<file path="src/include/mips_cfg.svh">
`ifndef MIPS_CFG_SVH
`define MIPS_CFG_SVH

// datapath widths
`define MIPS_WORD_W         32
`define MIPS_REG_ADDR_W     5
`define MIPS_NUM_REGS       32

// instruction memory
`define MIPS_IMEM_ADDR_W    8
`define MIPS_IMEM_DEPTH     256

// instruction fields
`define MIPS_OP_W           6
`define MIPS_FN_W           6
`define MIPS_IMM_W          16

// opcodes
`define MIPS_OP_RTYPE       6'h00
`define MIPS_OP_ADDI        6'h08

// funct codes of the R-type group
`define MIPS_FN_ADDU        6'h21
`define MIPS_FN_SUBU        6'h23
`define MIPS_FN_AND         6'h24
`define MIPS_FN_OR          6'h25
`define MIPS_FN_XOR         6'h26
`define MIPS_FN_SLT         6'h2a

`define MIPS_HALT_WORD      32'hffff_ffff

`endif

</file>
<file path="src/hdl/mips_pkg.sv">
`include "mips_cfg.svh"

package mips_pkg;

    // data value or instruction word
    typedef logic [`MIPS_WORD_W-1:0] word_t;

    // register number
    typedef logic [`MIPS_REG_ADDR_W-1:0] reg_addr_t;

    // instruction word address, doubles as the pc
    typedef logic [`MIPS_IMEM_ADDR_W-1:0] imem_addr_t;

    typedef enum logic [2:0] {
        ALU_ADD,
        ALU_SUB,
        ALU_AND,
        ALU_OR,
        ALU_XOR,
        ALU_SLT
    } alu_op_e;

    // fetch to decode
    typedef struct packed {
        logic  valid;
        word_t instr;
    } if_id_t;

    // decode to execute
    typedef struct packed {
        logic      valid;
        alu_op_e   alu_op;
        word_t     rs_val;
        word_t     rt_val;
        reg_addr_t rs;
        reg_addr_t rt;
        logic      imm_sel;
        word_t     imm;
        logic      reg_write;
        reg_addr_t dst;
        logic      halt;
    } id_ex_t;

    // one register write, also the top-level write stream
    typedef struct packed {
        logic      valid;
        reg_addr_t dst;
        word_t     data;
    } reg_write_t;

endpackage

</file>
<file path="src/hdl/mips_decode.sv">
`timescale 1ns/1ps
`include "mips_cfg.svh"

module mips_decode (
    input  logic                 clk,
    input  logic                 i_reset,
    input  mips_pkg::if_id_t     i_if_id,
    input  mips_pkg::reg_write_t i_wb,
    output mips_pkg::id_ex_t     o_id_ex,
    output logic                 o_halt_seen
);

    mips_pkg::word_t        regs [`MIPS_NUM_REGS];
    logic [`MIPS_OP_W-1:0]  opcode;
    logic [`MIPS_FN_W-1:0]  funct;
    logic [`MIPS_IMM_W-1:0] imm;
    mips_pkg::reg_addr_t    rs;
    mips_pkg::reg_addr_t    rt;
    mips_pkg::reg_addr_t    rd;
    mips_pkg::word_t        rs_val;
    mips_pkg::word_t        rt_val;
    logic                   is_halt;
    mips_pkg::id_ex_t       id_ex_d;

    assign opcode = i_if_id.instr[31:26];
    assign rs     = i_if_id.instr[25:21];
    assign rt     = i_if_id.instr[20:16];
    assign rd     = i_if_id.instr[15:11];
    assign funct  = i_if_id.instr[5:0];
    assign imm    = i_if_id.instr[15:0];

    assign is_halt = i_if_id.valid && (i_if_id.instr == `MIPS_HALT_WORD);

    // r0 is hardwired, a write in flight shows through to the read ports
    assign rs_val = (rs == '0) ? '0 :
                    (i_wb.valid && i_wb.dst == rs) ? i_wb.data : regs[rs];
    assign rt_val = (rt == '0) ? '0 :
                    (i_wb.valid && i_wb.dst == rt) ? i_wb.data : regs[rt];

    always_ff @(posedge clk) begin
        if (i_reset) begin
            for (int i = 0; i < `MIPS_NUM_REGS; i++) begin
                regs[i] <= '0;
            end
        end else if (i_wb.valid && i_wb.dst != '0) begin
            regs[i_wb.dst] <= i_wb.data;
        end
    end

    always_comb begin
        id_ex_d           = '0;
        id_ex_d.alu_op    = mips_pkg::ALU_ADD;
        id_ex_d.rs        = rs;
        id_ex_d.rt        = rt;
        id_ex_d.rs_val    = rs_val;
        id_ex_d.rt_val    = rt_val;
        id_ex_d.imm       = {{(`MIPS_WORD_W - `MIPS_IMM_W){imm[`MIPS_IMM_W-1]}}, imm};
        // everything behind a halt is squashed
        if (i_if_id.valid && !o_halt_seen) begin
            if (is_halt) begin
                id_ex_d.valid = 1'b1;
                id_ex_d.halt  = 1'b1;
            end else if (opcode == `MIPS_OP_RTYPE) begin
                id_ex_d.valid     = 1'b1;
                id_ex_d.dst       = rd;
                id_ex_d.reg_write = (rd != '0);
                case (funct)
                    `MIPS_FN_ADDU: id_ex_d.alu_op = mips_pkg::ALU_ADD;
                    `MIPS_FN_SUBU: id_ex_d.alu_op = mips_pkg::ALU_SUB;
                    `MIPS_FN_AND:  id_ex_d.alu_op = mips_pkg::ALU_AND;
                    `MIPS_FN_OR:   id_ex_d.alu_op = mips_pkg::ALU_OR;
                    `MIPS_FN_XOR:  id_ex_d.alu_op = mips_pkg::ALU_XOR;
                    `MIPS_FN_SLT:  id_ex_d.alu_op = mips_pkg::ALU_SLT;
                    default: begin
                        id_ex_d.valid     = 1'b0;
                        id_ex_d.reg_write = 1'b0;
                    end
                endcase
            end else if (opcode == `MIPS_OP_ADDI) begin
                id_ex_d.valid     = 1'b1;
                id_ex_d.imm_sel   = 1'b1;
                id_ex_d.dst       = rt;
                id_ex_d.reg_write = (rt != '0);
            end
        end
    end

    // halt flag stays set until reset
    always_ff @(posedge clk) begin
        if (i_reset) begin
            o_halt_seen <= 1'b0;
        end else if (is_halt) begin
            o_halt_seen <= 1'b1;
        end
    end

    // decode to execute register
    always_ff @(posedge clk) begin
        if (i_reset) begin
            o_id_ex.valid     <= 1'b0;
            o_id_ex.reg_write <= 1'b0;
            o_id_ex.halt      <= 1'b0;
        end else begin
            o_id_ex <= id_ex_d;
        end
    end

endmodule

</file>
<file path="config.mk">
export PLATFORM = sky130hd
export DESIGN_NAME = mips_decode
export DESIGN_NICKNAME = d
export VERILOG_FILES = /design/src/hdl/mips_pkg.sv /design/src/hdl/mips_decode.sv
export VERILOG_INCLUDE_DIRS = /design/src /design/src/include
export SDC_FILE = /design/constraint.sdc
export NUM_CORES = 2
export LEC_CHECK = 0
export BUFFER_PORTS_ARGS = -buffer_cell sky130_fd_sc_hd__buf_2
export CORE_MARGIN = 2
export CORE_UTILIZATION = 55
export DETAILED_ROUTE_END_ITERATION = 16
export HOLD_SLACK_MARGIN = 0.02
export PLACE_DENSITY = 0.72
export SYNTH_ARGS = -nofsm -noshare
export SYNTH_HDL_FRONTEND = slang
export SYNTH_SLANG_ARGS = --single-unit
</file>
<file path="constraint.sdc">
create_clock -name clk -period 8.1 [get_ports clk]
set_clock_uncertainty 0.1 [all_clocks]
set_input_delay 0.405 -clock clk [delete_from_list [all_inputs] [get_ports clk]]
set_output_delay 0.405 -clock clk [all_outputs]
set_load 0.005 [all_outputs]
</file>
==> summary.md <==
| Metric | Value |
|---|---|
| Drt total wl | between 200000 and 250000 µm |
| Top layer in use | met5 |
| Slew HR | 0.112 |
| Status | completed |
| Final HPWL DP | between 100000 and 150000 µm |
| Tmin final | 3900 ps |
| Worst setup SP type | input port |
| VDD IR max | slightly below 0.2 mV |
| Dpl cells | about 5200 |
| Hold WC Path Type | input port to register |
| Synth Cell Area | roughly 0.059 mm² |
| Cell with the most instances after synthesis | edfxtp_1 |
| Share of power burned in combinational logic | 0.114 |
| Die Y | 331 µm |
| CTS sink cnt | approximately 1100 |
| # Max-Cap Violations | 0 |
| Share of layout cells above drive strength 1 | 0.248 |
| Synthesis warning total | 0 |
| Avg WL per Cell | ~37 µm |
| Cell area power density | around 220 mW/mm² |
| Crit path max fanout | between 40 and 50 |
| # IOs | between 150 and 200 |
| Mapped Cells | roughly 4000 |
| Post-synth EDFFs | 1123 |
| Most instantiated cells after synthesis | edfxtp_1, and2_1, mux4_2 |
| Synth top area cells | edfxtp_1, mux4_2, and2_1, mux2i_1, clkbuf_1 |
| Post-route ant nets | 0 |
| Gr usage total | 0.371 |
| Syn avg cell area | 14.9 µm² |
| Core area | around 0.11 mm² |
| Worst R2R Path Depth | 5 |
| Drt via density | about 7.2 |
| Clock Latency Late Sink | 720 ps |
| Final std cells w/o fill | approximately 5500 |
| R2r startpoint | regs[13][21] |
| Crit end category | register |
| Fin Setup TNS | 0 ps |
| Worst setup margin | 4200 ps |
| Reg-to-reg setup timing slack | between 5000 and 6000 ps |
| Peak Freq | 256 MHz |
| Grt ovf | 0 |
| Area leader, netlist | edfxtp_1 |
| Pre-CTS WS | between 3000 and 4000 ps |
| Antenna violations before repair | 24 |
| Post_cts resized | 0 |
| Critical Path AT | approximately 4300 ps |
| RSZ-0062 raised after global routing | no |
| Sequential Power Share | 0.496 |
| Initial drt markers | just under 7000 |
| Clock share of power | 0.390 |
| Crit. Startpoint | i_if_id[23] |
| Initial core utilization | 0.553 |
| Switching power | 0.00349 W |
| Synth Flop Type | edfxtp_1 |
| Die X | 331 µm |
| Metal-1 WL | slightly below 70000 µm |
| Port Buf Inserts | roughly 190 |
| Clock root cell | clkbuf_16 |
| Crit path capture | o_id_ex[104] |
| Hold Fails Final Rpt | 0 |
| TritonCTS Buffers | 118 |
| Register area share after synthesis | 0.574 |
| Internal power | 0.0106 W |
| Area share of the largest cell type after synthesis | 0.572 |
| Vias | approximately 40000 |
| Clock tree buffer depth | 3 |
| Post-synthesis async set-or-reset flop share | 0 |
| Post-synth cell types | slightly above 60 |
| Vias in the first global route | about 39000 |
| Met3 WL post-DR | between 30000 and 40000 µm |
| Endpoints failing setup | 0 |
| Largest net degree at the start of global routing | between 100 and 150 |
| Switching share of power | 0.248 |
| WS Path Type | input port to register |
| Row count | 120 |
| CTS tree | done |
| Hold slack | roughly 54 ps |
| Detail Route met2 WL | 92300 µm |
| Final period util | 0.482 |
| GP Congestion | between 0.9 and 1 |
| Final Max Slew Viols | 0 |
| Die footprint | around 0.11 mm² |
| DRT Pass-1 Iters | 8 |
| Tot Pwr | 0.0140 W |
| Number of fill cells | roughly 7800 |
| #FFs+latches synth | between 1000 and 1500 |
| Slew @ Worst Pin | 1330 ps |
| Synth-to-layout area growth | 10.8% |
| Leak pwr | between 20 and 25 nW |
| First-pass GRT wire length | 287000 µm |
| R2r endpoint | o_id_ex[103] |
| H-tree levels | 3 |
| Critical Path RT | between 8000 and 9000 ps |
| DR DRC count | 0 |
| Nets | 4055 |
| Clock slew at reported path FFs | roughly 60 ps |
logic make-up after synthesis:
logic type             share of synthesized area
flip-flops                                 0.574
other                                  0.0000637
XOR/XNOR                                 0.00178
buffers and inverters                     0.0363
multiplexers                               0.206
AND/OR/NAND/NOR                            0.124
AO/OA/AOI/OAI                             0.0578
timing repair:
action	4_1_cts	5_1_grt
endpoints found under the hold margin	24	0
buffers inserted	0	0
hold buffers	19	0
flip-flops by register name, summed over array words and instances, names as in the netlist:
register	cells
o_id_ex	102
regs	1024
o_halt_seen	1
worst min path at each step:
stage	from	endpoint	slack (ps)	depth (start not counted)
after CTS	i_if_id[30]	o_id_ex[117]	40	5
after detailed placement	o_halt_seen	o_halt_seen	420	2
after global placement	o_halt_seen	o_halt_seen	420	2
final	i_if_id[27]	o_id_ex[117]	50	5
after floorplan	i_reset	o_halt_seen	370	1
after global routing	i_if_id[23]	o_id_ex[47]	90	1
layout make-up:
| class | instances | area [µm²] | share of cell area |
|---|---|---|---|
| Timing Repair Buffer | 322 | 2110 | 0.0324 |
| Tap cell | 1403 | 1760 | 0.0269 |
| Antenna cell | 14 | 35.0 | 0.000537 |
| Multi-Input combinational cell | 2407 | 23700 | 0.363 |
| Sequential cell | 1127 | 33800 | 0.518 |
| Clock buffer | 143 | 3120 | 0.0478 |
| Inverter | 6 | 30.0 | 0.000460 |
| Clock inverter | 79 | 734 | 0.0113 |
worst max-delay path, cell delays in order:
cell	delay, ps
buf_6	240
buf_4	440
nor2_4	960
buf_4	820
nor4b_4	350
buf_4	550
nor3_1	110
a22o_1	230
layout by cell type (no fill, tap or decap), drive strengths merged, types with 5 or more instances in the layout:
| cell | count |
|---|---|
| a221oi | 59 |
| nor2 | 57 |
| nor3 | 15 |
| xnor2 | 8 |
| a21oi | 13 |
| o211ai | 10 |
| buf | 303 |
| dlygate4sd3 | 19 |
| nor2b | 7 |
| diode | 14 |
| bufinv | 13 |
| clkinvlp | 7 |
| clkinv | 56 |
| o22ai | 54 |
| o221ai | 64 |
| a22o | 59 |
| mux2 | 89 |
| edfxtp | 1123 |
| or3b | 5 |
| nand3 | 8 |
| mux4 | 368 |
| nand4 | 7 |
| and2 | 994 |
| o2111ai | 9 |
| nand3b | 5 |
| conb | 32 |
| nand2 | 30 |
| or3 | 13 |
| clkbuf | 143 |
| a22oi | 10 |
| a311oi | 8 |
| a2111oi | 46 |
| o21ai | 41 |
| mux2i | 286 |
| inv | 9 |
| nor4 | 45 |
| a21o | 42 |
power groups by stage:
stage / Clock [W] / Sequential [W] / Combinational, W
after floorplan: 0 / 0.00701 / 0.000994
after global placement: 0 / 0.00706 / 0.00153
after detailed placement: 0 / 0.00708 / 0.00154
after CTS: 0.00548 / 0.00696 / 0.00155
after global routing: 0.00569 / 0.00699 / 0.00163
final: 0.00548 / 0.00697 / 0.00159
per-stage QoR:
step	instance area, µm²	utilization
floorplan	59000	-
CTS	65200	0.612
global placement	61200	0.574
detailed placement	61200	0.574
finish	65300	0.612
global route	65200	0.612
per-layer routing:
layer,global-route usage,vias to the layer above
li1,-,15389
met3,0.114,678
met4,0.201,16
met1,0.481,19723
met2,0.562,3547
met5,0.000434,-
Note: power is estimated with default switching activity, not from simulation.
