File: src/include/mips_cfg.svh
`ifndef MIPS_CFG_SVH
`define MIPS_CFG_SVH

// datapath widths
`define MIPS_WORD_W         32
`define MIPS_REG_ADDR_W     5
`define MIPS_NUM_REGS       32

// instruction memory
`define MIPS_IMEM_ADDR_W    8
`define MIPS_IMEM_DEPTH     256

// instruction fields
`define MIPS_OP_W           6
`define MIPS_FN_W           6
`define MIPS_IMM_W          16

// opcodes
`define MIPS_OP_RTYPE       6'h00
`define MIPS_OP_ADDI        6'h08

// funct codes of the R-type group
`define MIPS_FN_ADDU        6'h21
`define MIPS_FN_SUBU        6'h23
`define MIPS_FN_AND         6'h24
`define MIPS_FN_OR          6'h25
`define MIPS_FN_XOR         6'h26
`define MIPS_FN_SLT         6'h2a

`define MIPS_HALT_WORD      32'hffff_ffff

`endif

File: src/hdl/mips_pkg.sv
`include "mips_cfg.svh"

package mips_pkg;

    // data value or instruction word
    typedef logic [`MIPS_WORD_W-1:0] word_t;

    // register number
    typedef logic [`MIPS_REG_ADDR_W-1:0] reg_addr_t;

    // instruction word address, doubles as the pc
    typedef logic [`MIPS_IMEM_ADDR_W-1:0] imem_addr_t;

    typedef enum logic [2:0] {
        ALU_ADD,
        ALU_SUB,
        ALU_AND,
        ALU_OR,
        ALU_XOR,
        ALU_SLT
    } alu_op_e;

    // fetch to decode
    typedef struct packed {
        logic  valid;
        word_t instr;
    } if_id_t;

    // decode to execute
    typedef struct packed {
        logic      valid;
        alu_op_e   alu_op;
        word_t     rs_val;
        word_t     rt_val;
        reg_addr_t rs;
        reg_addr_t rt;
        logic      imm_sel;
        word_t     imm;
        logic      reg_write;
        reg_addr_t dst;
        logic      halt;
    } id_ex_t;

    // one register write, also the top-level write stream
    typedef struct packed {
        logic      valid;
        reg_addr_t dst;
        word_t     data;
    } reg_write_t;

endpackage

File: src/hdl/mips_execute.sv
`timescale 1ns/1ps
`include "mips_cfg.svh"

module mips_execute (
    input  logic                 clk,
    input  logic                 i_reset,
    input  mips_pkg::id_ex_t     i_id_ex,
    output mips_pkg::reg_write_t o_ex_wb,
    output logic                 o_halt
);

    mips_pkg::word_t op_a;
    mips_pkg::word_t fwd_b;
    mips_pkg::word_t op_b;
    mips_pkg::word_t alu_res;
    logic            fwd_a_hit;
    logic            fwd_b_hit;
    logic            lt;

    // forward from the previous instruction only
    // older results come through the decode write-through
    assign fwd_a_hit = o_ex_wb.valid && (o_ex_wb.dst == i_id_ex.rs);
    assign fwd_b_hit = o_ex_wb.valid && (o_ex_wb.dst == i_id_ex.rt);

    assign op_a  = fwd_a_hit ? o_ex_wb.data : i_id_ex.rs_val;
    assign fwd_b = fwd_b_hit ? o_ex_wb.data : i_id_ex.rt_val;

    // addi takes the sign-extended immediate
    assign op_b = i_id_ex.imm_sel ? i_id_ex.imm : fwd_b;

    // signed compare for slt
    assign lt = $signed(op_a) < $signed(op_b);

    always_comb begin
        case (i_id_ex.alu_op)
            mips_pkg::ALU_ADD: begin
                alu_res = op_a + op_b;
            end
            mips_pkg::ALU_SUB: begin
                alu_res = op_a - op_b;
            end
            mips_pkg::ALU_AND: begin
                alu_res = op_a & op_b;
            end
            mips_pkg::ALU_OR: begin
                alu_res = op_a | op_b;
            end
            mips_pkg::ALU_XOR: begin
                alu_res = op_a ^ op_b;
            end
            mips_pkg::ALU_SLT: begin
                alu_res = {{(`MIPS_WORD_W - 1){1'b0}}, lt};
            end
            default: begin
                alu_res = '0;
            end
        endcase
    end

    // execute to result register
    always_ff @(posedge clk) begin
        if (i_reset) begin
            o_ex_wb.valid <= 1'b0;
            o_halt        <= 1'b0;
        end else begin
            o_ex_wb.valid <= i_id_ex.valid && i_id_ex.reg_write;
            o_ex_wb.dst   <= i_id_ex.dst;
            o_ex_wb.data  <= alu_res;
            o_halt        <= i_id_ex.valid && i_id_ex.halt;
        end
    end

endmodule

File: config.mk
export PLATFORM = sky130hd
export DESIGN_NAME = mips_execute
export DESIGN_NICKNAME = d
export VERILOG_FILES = /design/src/hdl/mips_pkg.sv /design/src/hdl/mips_execute.sv
export VERILOG_INCLUDE_DIRS = /design/src /design/src/include
export SDC_FILE = /design/constraint.sdc
export NUM_CORES = 1
export LEC_CHECK = 0
export BUFFER_PORTS_ARGS = -buffer_cell sky130_fd_sc_hd__clkbuf_2
export CAP_MARGIN = 5
export CORE_AREA = 2 2 135 98
export CTS_BUF_LIST = sky130_fd_sc_hd__clkbuf_2
export CTS_CLUSTER_DIAMETER = 200
export DETAILED_ROUTE_END_ITERATION = 8
export DIE_AREA = 0 0 137 100
export HOLD_SLACK_MARGIN = 0.05
export MAX_ROUTING_LAYER = met4
export PLACE_DENSITY = 0.95
export SETUP_SLACK_MARGIN = 0.15
export SYNTH_ARGS = -nofsm -noshare
export SYNTH_HDL_FRONTEND = slang
export SYNTH_SLANG_ARGS = --single-unit
File: constraint.sdc
create_clock -name clk -period 6.9 [get_ports clk]
set_input_delay 0 -clock clk [delete_from_list [all_inputs] [get_ports clk]]
set_output_delay 0 -clock clk [all_outputs]
set_load 0.01 [all_outputs]
==> results of run 1 <==
-- metal layers --
| metal | global-route usage | share of wire | up-vias |
|---|---|---|---|
| met2 | 0.512 | 0.40 | 552 |
| li1 | - | - | 3913 |
| met3 | 0.0742 | 0.12 | 39 |
| met5 | - | 0 | - |
| met4 | 0.0722 | 0.015 | 0 |
| met1 | 0.529 | 0.46 | 3707 |
-- layout make-up --
| type | instances | area (um^2) |
|---|---|---|
| fill | 1082 | 4080 |
| clock inverter | 1 | 5.00 |
| multi-input combinational | 806 | 5810 |
| sequential | 39 | 1150 |
| timing repair buffer | 179 | 971 |
| clock buffer | 7 | 35.0 |
| inverter | 94 | 353 |
| tap | 166 | 208 |
-- worst paths after layout --
path,slack [ns],from,depth (start not counted),to
hold / removal,0.13,i_id_ex[114],3,o_ex_wb[1]
hold reg to reg,1.12,o_ex_wb[1],5,o_ex_wb[1]
setup reg to reg,1.68,o_ex_wb[33],16,o_ex_wb[22]
setup / recovery,1.68,o_ex_wb[33],16,o_ex_wb[22]
-- report_power, final --
| group | switching, W | internal (W) |
|---|---|---|
| Clock | 0.000103 | 0.0000275 |
| Combinational | 0.000406 | 0.000259 |
| Sequential | 0.0000217 | 0.000291 |
-- stage by stage --
stage | hold WS (ns) | util
finish | 0.126 | 0.677
global route | 0.155 | 0.677
CTS | 0.124 | 0.677
detailed placement | 0.179 | 0.667
global placement | 0.178 | 0.667
floorplan | 0.0989 | -
-- synth_stat cells, types with 4 or more instances --
cell type	instances
o22ai_1	12
clkbuf_1	44
and2_1	4
nor3_1	22
nor2_1	69
nor2b_1	8
buf_2	11
nor4_1	7
nand3_1	19
o211ai_1	29
ha_1	101
clkbuf_8	5
o21bai_1	6
buf_6	4
mux2i_1	41
o21ai_0	90
nand4_1	7
a21oi_1	66
a2111oi_0	4
xor2_1	11
a311oi_1	6
nand2b_1	14
xnor2_1	17
a221oi_1	4
o221ai_1	4
a32oi_1	7
o2111ai_1	6
nand2_1	88
o32a_1	5
edfxtp_1	37
inv_1	92
a31oi_1	16
a211oi_1	14
a21o_1	18
a22oi_1	4
a211o_1	4
and3_1	9
mux2_2	30
-- worst max-delay path, delay by kind of cell, from the launching register on --
kind	cells	cell delay, ns
buffers and inverters	1	0.10
muxes	1	0.15
xor gates and xnor gates	2	0.33
adders and majority gates	2	0.80
and+or+nand+nor	4	1.28
AOI/OAI and AO/OA	6	1.89
DFF	1	0.50
-- registers in the layout (all words and copies together) (netlist names) --
register and flops:
o_halt 1, o_ex_wb 38
-- kinds of logic after synthesis --
family / synth area share
flops: 0.150
buf+inv: 0.0911
simple gates: 0.161
compound gates: 0.298
mux: 0.0976
fa+ha+maj: 0.170
xor+xnor: 0.0320
-- what timing repair did --
item	CTS	global route
hold endpoints to repair	7	0
hold buffers	9	0
buffers inserted	0	0
==> metrics.txt, run 1 <==
# TYPE chip_impl_metric gauge
chip_impl_metric{name="pwr_dens",unit="mW/mm^2"} 130
chip_impl_metric{name="critPathRequiredTime",unit="ns"} 7.18
chip_impl_metric{name="worst-endpoint-arrival",unit="ns"} 5.51
chip_impl_metric{name="drive_gt1_frac",unit=""} 0.205
chip_impl_metric{name="floorplan.core_area",unit="mm^2"} 0.0126
chip_impl_metric{name="drt-wirelength-per-cell",unit="um"} 18.9
chip_impl_metric{name="setup-tns-final",unit="ns"} 0
chip_impl_info{name="synth_top_area_cells",value="ha_1 16%, edfxtp_1 15%, o21ai_0 5.9%, mux2i_1 5.4%, inv_1 4.5%"} 1
chip_impl_metric{name="tightest_slew",unit="ns"} 1.08
chip_impl_info{name="critPathMostFrequentCell",value="o221ai_1"} 1
chip_impl_metric{name="timing.final.crit_period",unit="ns"} 5.22
chip_impl_metric{name="first_global_vias",unit=""} 7322
chip_impl_metric{name="firstDrtPassIters",unit=""} 7
chip_impl_metric{name="final_cell_area",unit="mm^2"} 0.00854
chip_impl_metric{name="synth_edf_count",unit=""} 37
chip_impl_metric{name="dr_total_vias",unit=""} 8211
chip_impl_metric{name="finalSetupViolCount",unit=""} 0
chip_impl_metric{name="numClockSinks",unit=""} 39
chip_impl_metric{name="detailedPlacementHpwl",unit="um"} 18200
chip_impl_metric{name="netlist.area_leader.share",unit=""} 0.165
chip_impl_metric{name="max_cap_violations",unit=""} 0
chip_impl_metric{name="finalWeightedCongestion",unit=""} 0.993
chip_impl_metric{name="post_cts.resized_instances",unit=""} 0
chip_impl_metric{name="postSynthAreaPerCell",unit="um^2"} 7.62
chip_impl_metric{name="mappedNetlistNets",unit=""} 1229
chip_impl_metric{name="grtUsageTotal",unit=""} 0.361
chip_impl_metric{name="postSynthCellCount",unit=""} 1006
chip_impl_metric{name="seq_area_frac_synth",unit=""} 0.150
chip_impl_info{name="slowest_stage",value="and3_2"} 1
chip_impl_metric{name="slew_headroom",unit=""} 0.277
chip_impl_metric{name="final.setup.worst_slack",unit="ns"} 1.68
chip_impl_metric{name="synth_cell_types",unit=""} 86
chip_impl_metric{name="drc",unit=""} 0
chip_impl_metric{name="clock_transition_at_the_register_clock_pins_on_the_worst_setup_and_hold_paths_after_cts",unit="ns"} 0.30
chip_impl_info{name="synth_flop_cell",value="edfxtp_1"} 1
chip_impl_metric{name="boundaryPins",unit=""} 159
chip_impl_metric{name="starting_drc_count_in_detailed_routing",unit=""} 1027
chip_impl_metric{name="yosys_register_bits",unit=""} 39
chip_impl_info{name="rsz0062_at_grt",value="false"} 1
chip_impl_info{name="hold_path.class",value="input pin to flip-flop"} 1
chip_impl_metric{name="synth.cell_area",unit="mm^2"} 0.00766
chip_impl_metric{name="grt.overflow.total",unit=""} 0
chip_impl_metric{name="cellLeakagePower",unit="nW"} 3.89
chip_impl_metric{name="cts-buffers-inserted",unit=""} 5
chip_impl_metric{name="max_freq",unit="MHz"} 191
chip_impl_metric{name="final_nets",unit=""} 1348
chip_impl_info{name="run_status",value="finished clean"} 1
chip_impl_metric{name="ir_drop",unit="mV"} 0.0780
chip_impl_metric{name="cts-htree-levels",unit=""} 2
chip_impl_metric{name="placed_cells_incl_taps",unit=""} 1275
chip_impl_metric{name="grt_antenna_before_repair",unit=""} 0
chip_impl_metric{name="final_hold_vio_count",unit=""} 0
chip_impl_metric{name="die_area",unit="mm^2"} 0.0137
chip_impl_info{name="synth.largest_area_cell",value="ha_1"} 1
chip_impl_metric{name="grt_start_max_net_pins",unit=""} 50
chip_impl_info{name="cts_tree",value="built"} 1
chip_impl_metric{name="numPortBuffers",unit=""} 158
chip_impl_metric{name="die_w",unit="um"} 137
chip_impl_metric{name="ys_warn_count",unit=""} 0
chip_impl_info{name="clock_tree.root_cell",value="clkbuf_2"} 1
chip_impl_metric{name="placed_area",unit="mm^2"} 0.00841
chip_impl_info{name="most-common-layout-cells",value="165 x clkbuf_2, 101 x ha_1, 92 x inv_1"} 1
chip_impl_metric{name="final.period_utilization",unit=""} 0.757
chip_impl_metric{name="clock_skew",unit="ns"} 0.0550
chip_impl_metric{name="areaGrowthSynthToFinish",unit="%"} 11.4
chip_impl_info{name="critical_path.cell_chain",value="xor2_1 -> nor4_1 -> and3_2 -> mux2i_1 -> o21ai_0 -> ha_1 -> inv_1 -> fa_1 -> nor2b_1 -> o221ai_1 -> a211oi_1 -> or2_0 -> a2111o_1 -> a221o_1 -> xnor2_1 -> o221ai_1"} 1
chip_impl_metric{name="antennaDiodeCount",unit=""} 0
chip_impl_metric{name="first_pass_grt_wire_length",unit="um"} 38200
chip_impl_metric{name="vias_per_cell",unit=""} 6.36
chip_impl_metric{name="finalPower",unit="W"} 0.00111
chip_impl_metric{name="worstPathMaxFanout",unit=""} 15
chip_impl_metric{name="die_y",unit="um"} 100
chip_impl_metric{name="ys_async_sr_fraction",unit=""} 0
chip_impl_metric{name="drt_wl_total",unit="um"} 24400
chip_impl_metric{name="routed_antenna_nets",unit=""} 0
chip_impl_metric{name="place_ws",unit="ns"} 1.80
chip_impl_metric{name="maximum_count_of_clock_buffers_along_a_single_path",unit=""} 2
chip_impl_metric{name="clock_insertion_delay_worst_skew",unit="ns"} 0.50
chip_impl_info{name="cp-end-kind",value="flip-flop"} 1
chip_impl_metric{name="worst_path_max_stage_delay",unit="ns"} 0.59
chip_impl_metric{name="slew_violations",unit=""} 0
chip_impl_info{name="worstSetupPathType",value="flip-flop to flip-flop"} 1
chip_impl_info{name="setup_crit_start_kind",value="flip-flop"} 1
chip_impl_metric{name="std_cell_rows",unit=""} 35
chip_impl_metric{name="start_util",unit=""} 0.608
chip_impl_info{name="layout_commonest_cell",value="clkbuf_2"} 1
chip_impl_metric{name="fin_cells",unit=""} 1292
(Power assumes the default switching activity.)
==> run 2, diff against run 1 <==
--- a/config.mk
+++ b/config.mk
@@ -8,14 +8,14 @@
 export LEC_CHECK = 0
 export BUFFER_PORTS_ARGS = -buffer_cell sky130_fd_sc_hd__clkbuf_2
 export CAP_MARGIN = 5
-export CORE_AREA = 2 2 135 98
+export CORE_AREA = 2 2 147 106
 export CTS_BUF_LIST = sky130_fd_sc_hd__clkbuf_2
 export CTS_CLUSTER_DIAMETER = 200
 export DETAILED_ROUTE_END_ITERATION = 8
-export DIE_AREA = 0 0 137 100
+export DIE_AREA = 0 0 149 108
 export HOLD_SLACK_MARGIN = 0.05
 export MAX_ROUTING_LAYER = met4
-export PLACE_DENSITY = 0.95
+export PLACE_DENSITY = 0.91
 export SETUP_SLACK_MARGIN = 0.15
 export SYNTH_ARGS = -nofsm -noshare
 export SYNTH_HDL_FRONTEND = slang
==> constraint.sdc (replaced) <==
create_clock -name clk -period 4.25 [get_ports clk]
set_input_delay 0 -clock clk [delete_from_list [all_inputs] [get_ports clk]]
set_output_delay 0 -clock clk [all_outputs]
set_load 0.01 [all_outputs]
==> run 2 against run 1 <==
Effect of this change: maximum frequency increased by 17%; critical path type unchanged; worst hold slack improved by 0.0084 ns; the run now ends with negative setup slack left; core utilization increased by 7.8 points; largest power group unchanged; design area increased by 28%.
==> metrics.txt, run 2 (synthesis results as in run 1) <==
# TYPE chip_impl_metric gauge
chip_impl_metric{name="final.setup.worst_slack",unit="ns"} -0.212
chip_impl_metric{name="die_w",unit="um"} 149
chip_impl_metric{name="final_hold_vio_count",unit=""} 0
chip_impl_metric{name="floorplan.core_area",unit="mm^2"} 0.0145
chip_impl_metric{name="cellLeakagePower",unit="nW"} 4.92
chip_impl_info{name="rsz0062_at_grt",value="true"} 1
chip_impl_metric{name="groute.layer.met2.usage",unit=""} 0.557
chip_impl_info{name="hold_path.class",value="input pin to flip-flop"} 1
chip_impl_metric{name="grt_start_max_net_pins",unit=""} 59
chip_impl_metric{name="critPathRequiredTime",unit="ns"} 4.56
chip_impl_metric{name="maximum_count_of_clock_buffers_along_a_single_path",unit=""} 2
chip_impl_metric{name="final.period_utilization",unit=""} 1.05
chip_impl_metric{name="worst_path_max_stage_delay",unit="ns"} 0.48
chip_impl_metric{name="vias_per_cell",unit=""} 6.37
chip_impl_metric{name="dr_total_vias",unit=""} 9513
chip_impl_metric{name="firstDrtPassIters",unit=""} 6
chip_impl_metric{name="boundaryPins",unit=""} 159
chip_impl_info{name="failed_checks",value="negative setup slack"} 1
chip_impl_metric{name="place_ws",unit="ns"} -0.325
chip_impl_info{name="cts_tree",value="built"} 1
chip_impl_metric{name="grt_antenna_before_repair",unit=""} 0
chip_impl_metric{name="drt-wirelength-per-cell",unit="um"} 21.0
chip_impl_metric{name="clock_skew",unit="ns"} 0.0369
chip_impl_metric{name="drt_wl_total",unit="um"} 31300
chip_impl_info{name="layout_commonest_cell",value="buf_4"} 1
chip_impl_metric{name="first_global_vias",unit=""} 8774
chip_impl_metric{name="tightest_slew",unit="ns"} 0.681
chip_impl_metric{name="final_nets",unit=""} 1521
chip_impl_metric{name="largest_register_ffs",unit=""} 38
chip_impl_metric{name="grtUsageTotal",unit=""} 0.366
chip_impl_metric{name="numPortBuffers",unit=""} 158
chip_impl_info{name="critical_path.cell_chain",value="buf_4 -> xor2_1 -> nor4_2 -> and3_4 -> buf_12 -> mux2i_4 -> o21ai_4 -> buf_4 -> fa_2 -> a211oi_4 -> o211ai_1 -> a211o_2 -> a31oi_4 -> o211ai_1 -> buf_4 -> a31oi_1 -> o211ai_1"} 1
chip_impl_metric{name="hold_worst_slack",unit="ns"} 0.134
chip_impl_metric{name="numClockSinks",unit=""} 39
chip_impl_metric{name="drc",unit=""} 0
chip_impl_metric{name="routed_antenna_nets",unit=""} 0
chip_impl_metric{name="register_to_register_setup_slack",unit="ns"} -0.21
chip_impl_info{name="r2r-start",value="o_ex_wb[32]"} 1
chip_impl_info{name="slowest_stage",value="edfxtp_1"} 1
chip_impl_metric{name="starting_drc_count_in_detailed_routing",unit=""} 1133
chip_impl_metric{name="areaGrowthSynthToFinish",unit="%"} 43.2
chip_impl_metric{name="setup-tns-final",unit="ns"} -1.83
chip_impl_info{name="crit-reg2reg-capture",value="o_ex_wb[28]"} 1
chip_impl_metric{name="cts-buffers-inserted",unit=""} 5
chip_impl_metric{name="die_area",unit="mm^2"} 0.0161
chip_impl_metric{name="finalSetupViolCount",unit=""} 18
chip_impl_metric{name="grt.overflow.total",unit=""} 0
chip_impl_metric{name="timing.final.crit_period",unit="ns"} 4.46
chip_impl_metric{name="worst-endpoint-arrival",unit="ns"} 4.77
chip_impl_metric{name="ir_drop",unit="mV"} 0.197
chip_impl_metric{name="clock_transition_at_the_register_clock_pins_on_the_worst_setup_and_hold_paths_after_cts",unit="ns"} 0.32
chip_impl_metric{name="final_util",unit=""} 0.755
chip_impl_metric{name="first_pass_grt_wire_length",unit="um"} 45100
chip_impl_info{name="worstSetupPathType",value="flip-flop to flip-flop"} 1
chip_impl_metric{name="ff2ff_path_depth",unit=""} 17
chip_impl_metric{name="met3_usage",unit=""} 0.119
chip_impl_metric{name="antennaDiodeCount",unit=""} 0
chip_impl_metric{name="clock_insertion_delay_worst_skew",unit="ns"} 0.51
chip_impl_info{name="hold_path_end",value="o_ex_wb[9]"} 1
chip_impl_info{name="setup_crit_start_kind",value="flip-flop"} 1
chip_impl_metric{name="detailedPlacementHpwl",unit="um"} 20700
chip_impl_info{name="most-common-layout-cells",value="166 x buf_4, 163 x clkbuf_2, 87 x inv_1"} 1
chip_impl_metric{name="worstPathMaxFanout",unit=""} 7
chip_impl_info{name="clock_tree.root_cell",value="clkbuf_2"} 1
chip_impl_metric{name="slew_headroom",unit=""} 0.545
chip_impl_metric{name="die_y",unit="um"} 108
chip_impl_metric{name="slew_violations",unit=""} 0
chip_impl_metric{name="groute.layer.met1.usage",unit=""} 0.472
chip_impl_info{name="cp-end-kind",value="flip-flop"} 1
chip_impl_metric{name="finalWeightedCongestion",unit=""} 1.05
chip_impl_metric{name="holdPathStages",unit=""} 3
chip_impl_info{name="global_route.peak_usage_layer",value="met2"} 1
chip_impl_info{name="run_status",value="complete, but fails checks"} 1
chip_impl_metric{name="cts-htree-levels",unit=""} 2
chip_impl_metric{name="pwr_dens",unit="mW/mm^2"} 212
chip_impl_info{name="top_regs",value="o_ex_wb x38, o_halt x1"} 1
chip_impl_info{name="min_from",value="i_reset"} 1
chip_impl_info{name="reg_with_most_ffs",value="o_ex_wb"} 1
chip_impl_metric{name="drive_gt1_frac",unit=""} 0.405
chip_impl_metric{name="start_util",unit=""} 0.527
chip_impl_metric{name="std_cell_rows",unit=""} 37
chip_impl_metric{name="max_freq",unit="MHz"} 224
chip_impl_metric{name="max_cap_violations",unit=""} 0
## run 2: cell types whose count changed in the layout (fill, tap and decap cells not counted), moves of 9 or more
| cell | delta |
|---|---|
| ha_4 | +22 |
| o21ai_0 | -34 |
| mux2i_1 | -9 |
| buf_4 | +154 |
| mux2_2 | -11 |
| mux2_4 | +11 |
| a21oi_1 | -11 |
| ha_1 | -27 |
| a21oi_2 | +10 |
| o21ai_1 | +17 |
| o21ai_2 | +16 |
## run 2: worst max path at each step
stage	start	to	slack, ns
2_1_floorplan	o_ex_wb[32]	o_ex_wb[22]	0.09
3_3_place_gp	o_ex_wb[35]	o_ex_wb[17]	-0.08
3_5_place_dp	o_ex_wb[32]	o_ex_wb[17]	-0.33
4_1_cts	o_ex_wb[32]	o_ex_wb[26]	-0.14
5_1_grt	o_ex_wb[32]	o_ex_wb[28]	-0.34
6_report	o_ex_wb[32]	o_ex_wb[28]	-0.21
## run 2: through the flow
stage               std cells  total power (W)  area [um^2]
floorplan                1006          0.00128         7740
global route             1494          0.00243        11000
detailed placement       1438          0.00175         9510
CTS                      1474          0.00213        10300
finish                   1494          0.00233        11000
global placement         1438          0.00172         9510
## run 2: area by class of cell
cell class / instances / area, um^2
Multi-Input combinational cell: 806 / 6690
Fill cell: 977 / 3570
Timing Repair Buffer: 352 / 2460
Sequential cell: 39 / 1150
Inverter: 94 / 353
Tap cell: 195 / 244
Clock inverter: 3 / 43.8
Clock buffer: 5 / 25.0
## run 2: power by group
part | internal [W] | switching, W
Clock | 0.0000996 | 0.000184
Combinational | 0.000684 | 0.000850
Sequential | 0.000473 | 0.0000376
Total | 0.00126 | 0.00107
## run 2: critical path: cells and delay by family, from the launching register on
family	cells	cell delay [ns]
adders and majority gates	1	0.39
buffers and inverters	4	0.70
muxes	1	0.27
xor gates and xnor gates	1	0.14
AOI/OAI and AO/OA	8	1.71
and+or+nand+nor	2	0.56
DFF	1	0.48
## run 2: timing repair
| action | 4_1_cts | 5_1_grt |
|---|---|---|
| buffers inserted | 16 | 20 |
| pin swaps | 36 | 40 |
| hold buffers | 9 | 0 |
| gates cloned | 3 | 0 |
| resized for setup | 94 | 110 |
| hold endpoints to repair | 7 | 0 |
| setup endpoints to repair | 25 | 26 |
## run 2: metal layers
metal	wire length (um)	share of wire
met2	13600	0.43
met3	4180	0.13
met5	0	0
met4	1180	0.038
met1	12400	0.40
==> run 3, diff against run 2 <==
--- a/config.mk
+++ b/config.mk
@@ -6,17 +6,19 @@
 export SDC_FILE = /design/constraint.sdc
 export NUM_CORES = 1
 export LEC_CHECK = 0
-export BUFFER_PORTS_ARGS = -buffer_cell sky130_fd_sc_hd__clkbuf_2
 export CAP_MARGIN = 5
-export CORE_AREA = 2 2 147 106
+export CORE_AREA = 2 2 137 99
 export CTS_BUF_LIST = sky130_fd_sc_hd__clkbuf_2
 export CTS_CLUSTER_DIAMETER = 200
+export CTS_CLUSTER_SIZE = 25
 export DETAILED_ROUTE_END_ITERATION = 8
-export DIE_AREA = 0 0 149 108
+export DIE_AREA = 0 0 139 101
+export DONT_BUFFER_PORTS = 1
 export HOLD_SLACK_MARGIN = 0.05
 export MAX_ROUTING_LAYER = met4
-export PLACE_DENSITY = 0.91
+export PLACE_DENSITY = 0.9
 export SETUP_SLACK_MARGIN = 0.15
 export SYNTH_ARGS = -nofsm -noshare
 export SYNTH_HDL_FRONTEND = slang
 export SYNTH_SLANG_ARGS = --single-unit
+export TNS_END_PERCENT = 5
==> run 3 against run 2 <==
Effect of this change: the flow finishes with violations (design-rule violations, negative hold slack, negative setup slack); core utilization increased by 0.087 points; critical path depth up 2; power is 6.7% lower; cell count is 15% lower; setup slack got worse by 0.098 ns; critical path type unchanged; sequential share of layout area is 1.4 points higher.
==> metrics.txt, run 3 (synthesis results as in run 1) <==
# TYPE chip_impl_metric gauge
chip_impl_metric{name="worst-endpoint-arrival",unit="ns"} 4.82
chip_impl_info{name="reg_with_most_ffs",value="o_ex_wb"} 1
chip_impl_metric{name="grt.overflow.total",unit=""} 0
chip_impl_metric{name="cellLeakagePower",unit="nW"} 4.07
chip_impl_metric{name="worstPathMaxFanout",unit=""} 6
chip_impl_metric{name="drt-wirelength-per-cell",unit="um"} 24.3
chip_impl_metric{name="die_w",unit="um"} 139
chip_impl_info{name="hold_path.class",value="input pin to flip-flop"} 1
chip_impl_metric{name="final_hold_vio_count",unit=""} 12
chip_impl_metric{name="final_cell_area",unit="mm^2"} 0.00966
chip_impl_info{name="most-common-layout-cells",value="116 x buf_4, 88 x inv_1, 87 x nand2_1"} 1
chip_impl_metric{name="finalSetupViolCount",unit=""} 21
chip_impl_metric{name="largest_register_ffs",unit=""} 38
chip_impl_metric{name="numClockSinks",unit=""} 39
chip_impl_metric{name="dr_total_vias",unit=""} 9239
chip_impl_metric{name="max_cap_violations",unit=""} 0
chip_impl_metric{name="sequential_share_of_power",unit=""} 0.244
chip_impl_metric{name="cts-htree-levels",unit=""} 2
chip_impl_metric{name="final.setup.worst_slack",unit="ns"} -0.311
chip_impl_metric{name="start_util",unit=""} 0.599
chip_impl_metric{name="finalPower",unit="W"} 0.00217
chip_impl_metric{name="numPortBuffers",unit=""} 0
chip_impl_metric{name="vias_per_cell",unit=""} 7.25
chip_impl_metric{name="first_pass_grt_wire_length",unit="um"} 43500
chip_impl_metric{name="routed_antenna_nets",unit=""} 0
chip_impl_metric{name="die_area",unit="mm^2"} 0.0140
chip_impl_metric{name="ir_drop",unit="mV"} 0.145
chip_impl_metric{name="grt_antenna_before_repair",unit=""} 2
chip_impl_metric{name="cts-buffers-inserted",unit=""} 5
chip_impl_metric{name="maximum_count_of_clock_buffers_along_a_single_path",unit=""} 2
chip_impl_info{name="run_status",value="complete, but fails checks"} 1
chip_impl_metric{name="p_switching",unit="W"} 0.00102
chip_impl_metric{name="first_global_vias",unit=""} 8203
chip_impl_metric{name="firstDrtPassIters",unit=""} 9
chip_impl_metric{name="pwr_dens",unit="mW/mm^2"} 225
chip_impl_info{name="worstSetupPathType",value="flip-flop to flip-flop"} 1
chip_impl_metric{name="setup-tns-final",unit="ns"} -3.45
chip_impl_metric{name="critPathRequiredTime",unit="ns"} 4.51
chip_impl_metric{name="drc",unit=""} 5
chip_impl_metric{name="finalWeightedCongestion",unit=""} 1.06
chip_impl_metric{name="clock_transition_at_the_register_clock_pins_on_the_worst_setup_and_hold_paths_after_cts",unit="ns"} 0.26
chip_impl_metric{name="clock_insertion_delay_worst_skew",unit="ns"} 0.48
chip_impl_info{name="rsz0062_at_grt",value="true"} 1
chip_impl_info{name="cp-end-kind",value="flip-flop"} 1
chip_impl_metric{name="std_cell_rows",unit=""} 35
chip_impl_metric{name="placed_area",unit="mm^2"} 0.00833
chip_impl_metric{name="part_of_the_power_in_combinational_logic",unit=""} 0.633
chip_impl_metric{name="slew_headroom",unit=""} 0.265
chip_impl_metric{name="die_y",unit="um"} 101
chip_impl_metric{name="final_nets",unit=""} 1329
chip_impl_metric{name="drt_wl_total",unit="um"} 31000
chip_impl_metric{name="detailedPlacementHpwl",unit="um"} 18500
chip_impl_metric{name="areaGrowthSynthToFinish",unit="%"} 26.1
chip_impl_metric{name="floorplan.core_area",unit="mm^2"} 0.0128
chip_impl_info{name="clock_tree.root_cell",value="clkbuf_2"} 1
chip_impl_metric{name="clock_skew",unit="ns"} 0.0105
chip_impl_metric{name="drive_gt1_frac",unit=""} 0.262
chip_impl_metric{name="sw_frac_of_total",unit=""} 0.469
chip_impl_metric{name="cts_hold_repair.buffers",unit=""} 29
chip_impl_metric{name="slew_violations",unit=""} 0
chip_impl_metric{name="p_clk_frac",unit=""} 0.123
chip_impl_info{name="top_regs",value="o_ex_wb x38, o_halt x1"} 1
chip_impl_info{name="failed_checks",value="design-rule violations, negative hold slack, negative setup slack"} 1
chip_impl_metric{name="grtUsageTotal",unit=""} 0.400
chip_impl_metric{name="max_freq",unit="MHz"} 219
chip_impl_metric{name="power.internal",unit="W"} 0.00115
chip_impl_metric{name="timing.final.crit_period",unit="ns"} 4.56
chip_impl_metric{name="grt_start_max_net_pins",unit=""} 65
chip_impl_metric{name="starting_drc_count_in_detailed_routing",unit=""} 1914
chip_impl_info{name="setup_crit_start_kind",value="flip-flop"} 1
chip_impl_info{name="layout_commonest_cell",value="buf_4"} 1
chip_impl_metric{name="final.period_utilization",unit=""} 1.07
chip_impl_metric{name="hold_worst_slack",unit="ns"} -0.235
chip_impl_metric{name="boundaryPins",unit=""} 159
chip_impl_metric{name="final_util",unit=""} 0.755
chip_impl_metric{name="tightest_slew",unit="ns"} 1.10
chip_impl_info{name="cts_tree",value="built"} 1
## run 3: cell count changes in the layout (fill, tap and decap cells not counted), moves of 4 or more
cell | before | now
a21oi_2 | 11 | 7
buf_4 | 166 | 116
clkbuf_2 | 163 | 5
dlygate4sd3_1 | 9 | 27
ha_1 | 74 | 86
ha_4 | 22 | 9
mux2_2 | 19 | 29
mux2_4 | 11 | 1
nand2_2 | 4 | 0
o21ai_0 | 56 | 60
## run 3: repair_timing
action                                 4_1_cts  5_1_grt
buffers inserted                            19       11
endpoints found under the hold margin       38       13
gates resized for setup                     63      102
pin swaps                                   34       55
setup endpoints to repair                   23       27
cloned                                       0        1
## run 3: layout make-up
type	count	area [um^2]
inverters	94	353
diodes	2	5.00
multi-input cells	806	6460
clock buffers	5	25.0
clock inverters	3	43.8
flip-flops and latches	39	1150
fillers	856	3130
repair buffers	160	1420
well taps	166	208
## run 3: routing by layer
metal	vias to the layer above	global-route usage	wire length (um)
met5	-	-	0
met4	0	0.137	2000
met3	264	0.133	5110
met2	979	0.591	12700
met1	4122	0.515	11200
li1	3874	-	-
## run 3: worst paths after layout
check	startpoint	endpoint	cells after the start	slack, ns
min	i_id_ex[116]	o_ex_wb[19]	1	-0.23
max	o_ex_wb[32]	o_ex_wb[28]	19	-0.31
min reg2reg	o_ex_wb[6]	o_ex_wb[6]	4	1.20
max reg2reg	o_ex_wb[32]	o_ex_wb[28]	19	-0.31
## run 3: power groups by stage
stage          clock network, W  logic (W)  registers, W
5_1_grt                0.000276    0.00144      0.000535
2_1_floorplan                 0   0.000751      0.000523
3_5_place_dp                  0    0.00103      0.000535
6_report               0.000267    0.00138      0.000531
4_1_cts                0.000263    0.00115      0.000527
3_3_place_gp                  0    0.00100      0.000535
## run 3: critical path, cell delays in order (launching register included)
cell      delay [ns]
edfxtp_1        0.50
buf_6           0.15
xor2_2          0.13
nor4_1          0.20
and3_4          0.30
buf_6           0.12
buf_12          0.13
mux2i_2         0.23
o21ai_2         0.14
buf_4           0.16
fa_2            0.38
a211oi_2        0.30
o211ai_1        0.17
a211o_2         0.37
buf_6           0.14
a31oi_4         0.22
o211ai_1        0.26
buf_4           0.23
a31oi_4         0.11
o211ai_1        0.12
## run 3: stage by stage
| step | setup WS, ns | cells |
|---|---|---|
| final | -0.311 | 1275 |
| after global routing | -0.350 | 1275 |
| after CTS | -0.0992 | 1261 |
| after detailed placement | -0.246 | 1205 |
| after global placement | -0.232 | 1205 |
| after floorplan | 0.0938 | 1006 |
